==> src/rtl/issue_pkg.sv <==
package issue_pkg;

  // Architectural register address, x0 reads as zero
  typedef logic [4:0] reg_addr_t;

  // Decoded operation flags
  typedef logic [4:0] op_flags_t;

  localparam int OP_RDEN1 = 0;  // Reads source 1
  localparam int OP_RDEN2 = 1;  // Reads source 2
  localparam int OP_WREN  = 2;  // Writes destination
  localparam int OP_LOAD  = 3;
  localparam int OP_DIV   = 4;

  // No flags set means a bubble
  localparam op_flags_t OP_NONE = '0;

  // Divider occupancy after a divide issues
  localparam int DIV_CYCLES = 4;
  localparam int TIMER_W    = 3;

  typedef enum logic {
    S_PAIR,   // Normal paired issue
    S_SPLIT   // Held slot 1 goes out alone in slot 0
  } issue_state_t;

endpackage

==> src/rtl/issue_select.sv <==
`timescale 1ns/1ps

module issue_select import issue_pkg::*; (
  input  logic         in0_valid,
  input  logic         in1_valid,
  input  op_flags_t    in0_op,
  input  op_flags_t    in1_op,
  input  reg_addr_t    in0_raddr1,
  input  reg_addr_t    in0_raddr2,
  input  reg_addr_t    in0_waddr,
  input  reg_addr_t    in1_raddr1,
  input  reg_addr_t    in1_raddr2,
  input  reg_addr_t    in1_waddr,
  input  issue_state_t state,
  output op_flags_t    cand0_op,
  output reg_addr_t    cand0_raddr1,
  output reg_addr_t    cand0_raddr2,
  output reg_addr_t    cand0_waddr,
  output op_flags_t    cand1_op,
  output reg_addr_t    cand1_raddr1,
  output reg_addr_t    cand1_raddr2,
  output reg_addr_t    cand1_waddr,
  output logic         need_split
);

  logic in0_writes;
  logic raw_dep;
  logic pair_ok;

  assign in0_writes = in0_op[OP_WREN] && (in0_waddr != '0);  // Writes to x0 are harmless

  assign raw_dep = in0_writes &&
                   ((in1_op[OP_RDEN1] && (in1_raddr1 == in0_waddr)) ||
                    (in1_op[OP_RDEN2] && (in1_raddr2 == in0_waddr)));

  // Only one divider, and it is fed from slot 0
  assign pair_ok = in0_valid && !in1_op[OP_DIV] &&
                   !(in0_op[OP_LOAD] && in1_op[OP_LOAD]) && !raw_dep;

  assign need_split = (state == S_PAIR) && in1_valid && !pair_ok;

  always_comb begin
    cand0_op     = OP_NONE;
    cand0_raddr1 = '0;
    cand0_raddr2 = '0;
    cand0_waddr  = '0;
    cand1_op     = OP_NONE;
    cand1_raddr1 = '0;
    cand1_raddr2 = '0;
    cand1_waddr  = '0;
    if (state == S_SPLIT) begin
      if (in1_valid) begin  // Second half of a split pair
        cand0_op     = in1_op;
        cand0_raddr1 = in1_raddr1;
        cand0_raddr2 = in1_raddr2;
        cand0_waddr  = in1_waddr;
      end
    end else begin
      if (in0_valid) begin
        cand0_op     = in0_op;
        cand0_raddr1 = in0_raddr1;
        cand0_raddr2 = in0_raddr2;
        cand0_waddr  = in0_waddr;
      end
      if (in1_valid && pair_ok) begin
        cand1_op     = in1_op;
        cand1_raddr1 = in1_raddr1;
        cand1_raddr2 = in1_raddr2;
        cand1_waddr  = in1_waddr;
      end
    end
  end

endmodule

==> src/rtl/operand_hazard.sv <==
`timescale 1ns/1ps

module operand_hazard import issue_pkg::*; (
  input  op_flags_t cand0_op,
  input  op_flags_t cand1_op,
  input  op_flags_t ex0_op,
  input  op_flags_t ex1_op,
  input  reg_addr_t cand0_raddr1,
  input  reg_addr_t cand0_raddr2,
  input  reg_addr_t cand1_raddr1,
  input  reg_addr_t cand1_raddr2,
  input  reg_addr_t ex0_waddr,
  input  reg_addr_t ex1_waddr,
  input  logic      div_busy,
  output logic      hazard
);

  logic [7:0] hits;

  // Load result not ready for a source read in the next cycle
  function automatic logic load_hit(
    input op_flags_t ex_op,
    input reg_addr_t ex_waddr,
    input logic      rden,
    input reg_addr_t raddr
  );
    logic dst_live;
    dst_live = ex_op[OP_LOAD] && (ex_waddr != '0);
    return dst_live && rden && (raddr == ex_waddr);
  endfunction

  always_comb begin
    // Slot 0 sources against both execute slots
    hits[0] = load_hit(ex0_op, ex0_waddr, cand0_op[OP_RDEN1], cand0_raddr1);
    hits[1] = load_hit(ex0_op, ex0_waddr, cand0_op[OP_RDEN2], cand0_raddr2);
    hits[2] = load_hit(ex1_op, ex1_waddr, cand0_op[OP_RDEN1], cand0_raddr1);
    hits[3] = load_hit(ex1_op, ex1_waddr, cand0_op[OP_RDEN2], cand0_raddr2);
    // Slot 1 sources
    hits[4] = load_hit(ex0_op, ex0_waddr, cand1_op[OP_RDEN1], cand1_raddr1);
    hits[5] = load_hit(ex0_op, ex0_waddr, cand1_op[OP_RDEN2], cand1_raddr2);
    hits[6] = load_hit(ex1_op, ex1_waddr, cand1_op[OP_RDEN1], cand1_raddr1);
    hits[7] = load_hit(ex1_op, ex1_waddr, cand1_op[OP_RDEN2], cand1_raddr2);
  end

  assign hazard = div_busy || (|hits);

endmodule

==> src/rtl/divide_timer.sv <==
`timescale 1ns/1ps

module divide_timer import issue_pkg::*; (
  input  logic clock,
  input  logic reset,
  input  logic flush,
  input  logic div_start,
  output logic div_busy
);

  logic [TIMER_W-1:0] count;

  // Runs on its own once loaded, execute stalls do not pause the divider
  always_ff @(posedge clock) begin
    if (!reset) begin
      count <= '0;
    end else if (flush) begin
      count <= '0;
    end else if (div_start) begin
      count <= TIMER_W'(DIV_CYCLES);
    end else if (count != '0) begin
      count <= count - 1'b1;
    end
  end

  assign div_busy = (count != '0);

endmodule

==> src/rtl/issue_fsm.sv <==
`timescale 1ns/1ps

module issue_fsm import issue_pkg::*; (
  input  logic         clock,
  input  logic         reset,
  input  logic         need_split,
  input  logic         hazard,
  input  logic         ex_stall,
  input  logic         flush,
  output issue_state_t state,
  output logic         advance,
  output logic         bubble,
  output logic         dec_stall
);

  issue_state_t state_next;

  assign advance = !hazard && !ex_stall && !flush;

  // Hazard inserts a bubble, back-pressure freezes the latch instead
  assign bubble = hazard && !ex_stall;

  // Decoder must hold its pair until the split finishes
  assign dec_stall = hazard || ex_stall || ((state == S_PAIR) && need_split);

  always_comb begin
    state_next = state;
    if (flush) begin
      state_next = S_PAIR;
    end else if (advance) begin
      case (state)
        S_PAIR: begin
          if (need_split) begin
            state_next = S_SPLIT;
          end
        end
        S_SPLIT: begin
          state_next = S_PAIR;  // Held slot 1 has gone out
        end
        default: begin
          state_next = S_PAIR;
        end
      endcase
    end
  end

  always_ff @(posedge clock) begin
    if (!reset) begin
      state <= S_PAIR;
    end else begin
      state <= state_next;
    end
  end

endmodule

==> src/rtl/issue_latch.sv <==
`timescale 1ns/1ps

module issue_latch import issue_pkg::*; (
  input  logic      clock,
  input  logic      reset,
  input  logic      advance,
  input  logic      bubble,
  input  logic      flush,
  input  op_flags_t cand0_op,
  input  op_flags_t cand1_op,
  input  reg_addr_t cand0_waddr,
  input  reg_addr_t cand1_waddr,
  output op_flags_t ex0_op,
  output op_flags_t ex1_op,
  output reg_addr_t ex0_waddr,
  output reg_addr_t ex1_waddr
);

  // Execute-stage instruction pair
  always_ff @(posedge clock) begin
    if (!reset) begin
      ex0_op    <= OP_NONE;
      ex1_op    <= OP_NONE;
      ex0_waddr <= '0;
      ex1_waddr <= '0;
    end else if (flush || bubble) begin
      // Squashed or stalled pair leaves a bubble behind
      ex0_op    <= OP_NONE;
      ex1_op    <= OP_NONE;
      ex0_waddr <= '0;
      ex1_waddr <= '0;
    end else if (advance) begin
      ex0_op    <= cand0_op;
      ex1_op    <= cand1_op;
      ex0_waddr <= cand0_waddr;
      ex1_waddr <= cand1_waddr;
    end
    // Otherwise hold under back-pressure
  end

endmodule

==> src/rtl/issue_unit.sv <==
`timescale 1ns/1ps

module issue_unit import issue_pkg::*; (
  input  logic       clock,
  input  logic       reset,
  input  logic       in0_valid,
  input  op_flags_t  in0_op,
  input  reg_addr_t  in0_raddr1,
  input  reg_addr_t  in0_raddr2,
  input  reg_addr_t  in0_waddr,
  input  logic       in1_valid,
  input  op_flags_t  in1_op,
  input  reg_addr_t  in1_raddr1,
  input  reg_addr_t  in1_raddr2,
  input  reg_addr_t  in1_waddr,
  input  logic       ex_stall,
  input  logic       flush,
  output logic       dec_stall,
  output logic [3:0] rf_rden,
  output reg_addr_t  rf_raddr0a,
  output reg_addr_t  rf_raddr0b,
  output reg_addr_t  rf_raddr1a,
  output reg_addr_t  rf_raddr1b,
  output op_flags_t  ex0_op,
  output reg_addr_t  ex0_waddr,
  output op_flags_t  ex1_op,
  output reg_addr_t  ex1_waddr
);

  op_flags_t    cand0_op;
  op_flags_t    cand1_op;
  reg_addr_t    cand0_raddr1;
  reg_addr_t    cand0_raddr2;
  reg_addr_t    cand0_waddr;
  reg_addr_t    cand1_raddr1;
  reg_addr_t    cand1_raddr2;
  reg_addr_t    cand1_waddr;
  logic         need_split;
  logic         hazard;
  logic         div_busy;
  logic         div_start;
  issue_state_t state;
  logic         advance;
  logic         bubble;

  issue_select u_select (
    .in0_valid, .in1_valid, .in0_op, .in1_op,
    .in0_raddr1, .in0_raddr2, .in0_waddr,
    .in1_raddr1, .in1_raddr2, .in1_waddr, .state,
    .cand0_op, .cand0_raddr1, .cand0_raddr2, .cand0_waddr,
    .cand1_op, .cand1_raddr1, .cand1_raddr2, .cand1_waddr, .need_split
  );

  operand_hazard u_hazard (
    .cand0_op, .cand1_op, .ex0_op, .ex1_op,
    .cand0_raddr1, .cand0_raddr2, .cand1_raddr1, .cand1_raddr2,
    .ex0_waddr, .ex1_waddr, .div_busy, .hazard
  );

  // Divides only ever issue from slot 0
  assign div_start = advance && cand0_op[OP_DIV];

  divide_timer u_timer (.clock, .reset, .flush, .div_start, .div_busy);

  issue_fsm u_fsm (
    .clock, .reset, .need_split, .hazard, .ex_stall, .flush,
    .state, .advance, .bubble, .dec_stall
  );

  issue_latch u_latch (
    .clock, .reset, .advance, .bubble, .flush,
    .cand0_op, .cand1_op, .cand0_waddr, .cand1_waddr,
    .ex0_op, .ex1_op, .ex0_waddr, .ex1_waddr
  );

  // Register file read ports, bubbles read nothing
  assign rf_rden = {cand1_op[OP_RDEN2], cand1_op[OP_RDEN1],
                    cand0_op[OP_RDEN2], cand0_op[OP_RDEN1]};
  assign rf_raddr0a = cand0_op[OP_RDEN1] ? cand0_raddr1 : '0;
  assign rf_raddr0b = cand0_op[OP_RDEN2] ? cand0_raddr2 : '0;
  assign rf_raddr1a = cand1_op[OP_RDEN1] ? cand1_raddr1 : '0;
  assign rf_raddr1b = cand1_op[OP_RDEN2] ? cand1_raddr2 : '0;

endmodule

==> config.mk <==
export PLATFORM = sky130hd
export DESIGN_NAME = issue_unit
export DESIGN_NICKNAME = d
export VERILOG_FILES = /design/src/rtl/issue_pkg.sv /design/src/rtl/issue_select.sv /design/src/rtl/operand_hazard.sv /design/src/rtl/divide_timer.sv /design/src/rtl/issue_fsm.sv /design/src/rtl/issue_latch.sv /design/src/rtl/issue_unit.sv
export SDC_FILE = /design/constraint.sdc
export NUM_CORES = 1
export LEC_CHECK = 0
export ABC_AREA = 1
export BUFFER_PORTS_ARGS = -buffer_cell sky130_fd_sc_hd__buf_2
export CAP_MARGIN = 15
export CORE_UTILIZATION = 44
export CTS_CLUSTER_SIZE = 28
export DETAILED_ROUTE_END_ITERATION = 8
export GPL_ROUTABILITY_DRIVEN = 0
export PLACE_DENSITY = 0.8
export SYNTH_ARGS = -nofsm -noshare
export SYNTH_HDL_FRONTEND = slang
export SYNTH_SLANG_ARGS = --single-unit
==> constraint.sdc <==
create_clock -name clock -period 2.2 [get_ports clock]
set_clock_uncertainty 0.1 [all_clocks]
set_input_delay 0.44 -clock clock [delete_from_list [all_inputs] [get_ports clock]]
set_output_delay 0.44 -clock clock [all_outputs]
set_load 0.005 [all_outputs]
==> out/results.ini <==
[critical_path]
worst_setup_path_end_kind = primary output
cp_max_fo = 6
critical_path_class = input pin to primary output
crit_arrival_ps = 2330
required_ps = 1660
crit_path_start_kind = input pin

[finish]
fin_util = 0.7896
drive_above_1_share = 0.4436
layout.cells.non_filler = 719
stdcell_area_um2 = 4428
layout.nets = 698
diodes = 0
area_growth_pct = 69.82
fillCellCount = 371

[timing]
rsz0062_at_grt = yes
holdWs_ps = 362.2
hold_violations = 0
min_period_ps = 2874
setup_slack_ps = -674.5
fin_setup_tns_ps = -15370
min_period_over_period = 1.307
drv_slew = 0
fmax_mhz = 347.9
setup_viol = 41
worst_pin_slew_ps = 364.1
slew-limit-headroom = 0.7564

[synth]
synth-seq-cells = 24
yosys.area.top_type = nand2_1
ys_async_sr_fraction = 0
ys_top_cells_by_area = nand2_1, dfxtp_1, nor2_1
ys_seq_area_frac = 0.1843
syn_area_per_cell_um2 = 5.632
synthDistinctLibCells = 33
mappedNetlistNets = 512
synthFlopType = dfxtp_1
yosysMostFrequentCell = nand2_1
yosys_warnings = 0
syn-cell-area_um2 = 2608
yosys.area.top_type_share = 0.2073
postSynthCellCount = 463
ys_top_cells_by_count = nand2_1, nor2_1, inv_1
synth_edf_count = 0

[floorplanning]
io_pins = 91
die_area_um2 = 6238
start_util = 0.4650
die_width_um = 78.98
row_count = 27
die_y_um = 78.98
core_area_um2 = 5608

[global_routing]
grt_pass1_wl_um = 17100
antenna_found_initial = 0
globalRoute.totalOverflow = 0
grt_max_degree = 21
track_usage = 0.3499
first_global_vias = 3677

[clock_network]
cts_buffers = 3
cts.path.max_buffers = 2
clk_pin_slew_ps = 80
cts_tree = yes
insertion_delay_ps = 270
cts-root-buf = clkbuf_8
htree_levels = 1
clkSinkCount = 24

[placement]
place_inst = 696
dp_slack_ps = -547.0
portBuffers = 90
placed_area_um2 = 3819
hpwlAfterDp_um = 7856

[drt]
drt-pass1-iter-count = 5
finalWirelength_um = 12560
wl_per_cell_um = 17.47
drc = 0
dr_total_vias = 4214
drt_iter0_drc = 420
ant_nets = 0
drt-vias-per-instance = 5.861

[status]
status = complete, but fails checks
violations = setup timing

[min_path]
hp-class = flop to flop

[pwr]
power.leakage_nw = 2.420
powerDensity_nw_per_um2 = 362.8
total_power_mw = 1.606
p_int_uw = 970.4
switching_share = 0.3959
clkPwrFrac = 0.165
p_comb_frac = 0.546
p_sw_uw = 636.0
pwr-share-seq = 0.289
ir_drop_mv = 0.3724

[flow_run]
drv_cap = 0

==> worst max-delay path: stages <==
cell and delay (ps):
buf_6 110, inv_4 60, nand2_1 60, nand2_1 110
nor2_1 70, nand3_1 100, nand2_2 90, buf_4 150
a21boi_4 270, nand3_1 100, and3_1 170, nand3_1 80
nand2_2 100, nor2_8 130, o211ai_1 140, buf_2 160
==> flip-flops by register name, summed over array words and instances (netlist names) <==
name,cells
u_timer.count,3
u_fsm.state,1
u_latch.ex1_op,5
u_latch.ex1_waddr,5
u_latch.ex0_waddr,5
u_latch.ex0_op,5
==> cells by family (layout without fill, tap and decap cells) <==
| logic type | Yosys count | in the layout | share of synthesized area |
|---|---|---|---|
| adder cells (fa/ha/maj) | 3 | 3 | 0.01440 |
| XOR/XNOR | 10 | 10 | 0.03359 |
| flip-flops | 24 | 24 | 0.1843 |
| buffers and inverters | 82 | 266 | 0.1401 |
| AO/OA/AOI/OAI | 48 | 48 | 0.1252 |
| AND/OR/NAND/NOR | 296 | 296 | 0.5024 |
==> power groups by stage <==
stage / sequential (mW) / combinational (mW) / clock [mW]
floorplan: 0.480 / 0.367 / 0
global placement: 0.473 / 0.661 / 0
detailed placement: 0.473 / 0.677 / 0
CTS: 0.463 / 0.747 / 0.260
global route: 0.466 / 0.925 / 0.278
finish: 0.464 / 0.878 / 0.265
==> metal layers <==
metal	up-vias	track usage	wire length (µm)
met4	0	0.2055	1168
li1	1842	-	-
met3	109	0.05287	1452
met5	-	0	0
met1	1858	0.4207	4408
met2	405	0.5871	5534
==> worst paths after layout <==
path	startpoint	to	slack (ps)	depth (start not counted)
worst min register to register	u_latch.ex0_op[4]$_SDFFE_PP0P_	u_latch.ex0_op[4]$_SDFFE_PP0P_	360	2
worst max-delay path	in0_waddr[2]	dec_stall	-670	16
worst max register to register	u_fsm.state$_SDFFE_PP0P_	u_latch.ex0_waddr[2]$_SDFFE_PP0P_	-540	18
worst min-delay path	u_latch.ex0_op[4]$_SDFFE_PP0P_	u_latch.ex0_op[4]$_SDFFE_PP0P_	360	2
==> cell usage in the layout, fill, tap and decap left out, types with 7 or more instances in the layout <==
cell type / n
nand2_1: 131
buf_4: 82
buf_2: 76
nor2_1: 72
inv_1: 43
buf_6: 28
nand4_1: 27
dfxtp_1: 23
inv_2: 16
nand3_1: 16
nand2_2: 14
nand3_2: 10
xor2_1: 10
a21oi_1: 10
nor2_2: 9
o21ai_1: 7
o21ai_2: 7
a22o_1: 7
buf_12: 7
==> layout make-up <==
class | count | area (µm²) | area share
Multi-Input combinational cell | 357 | 2004 | 0.4527
Timing Repair Buffer | 198 | 1539 | 0.3476
Sequential cell | 24 | 484.2 | 0.1094
Inverter | 65 | 269.0 | 0.06075
Tap cell | 72 | 90.09 | 0.02034
Clock buffer | 3 | 41.29 | 0.009325
==> repair_timing <==
action,in CTS,in global routing
hold buffers,0,0
buffers inserted,11,10
pin swaps,25,19
cloned,1,0
gates resized for setup,47,63
setup endpoints to repair,33,43
Power figures use the tool's default switching activity.
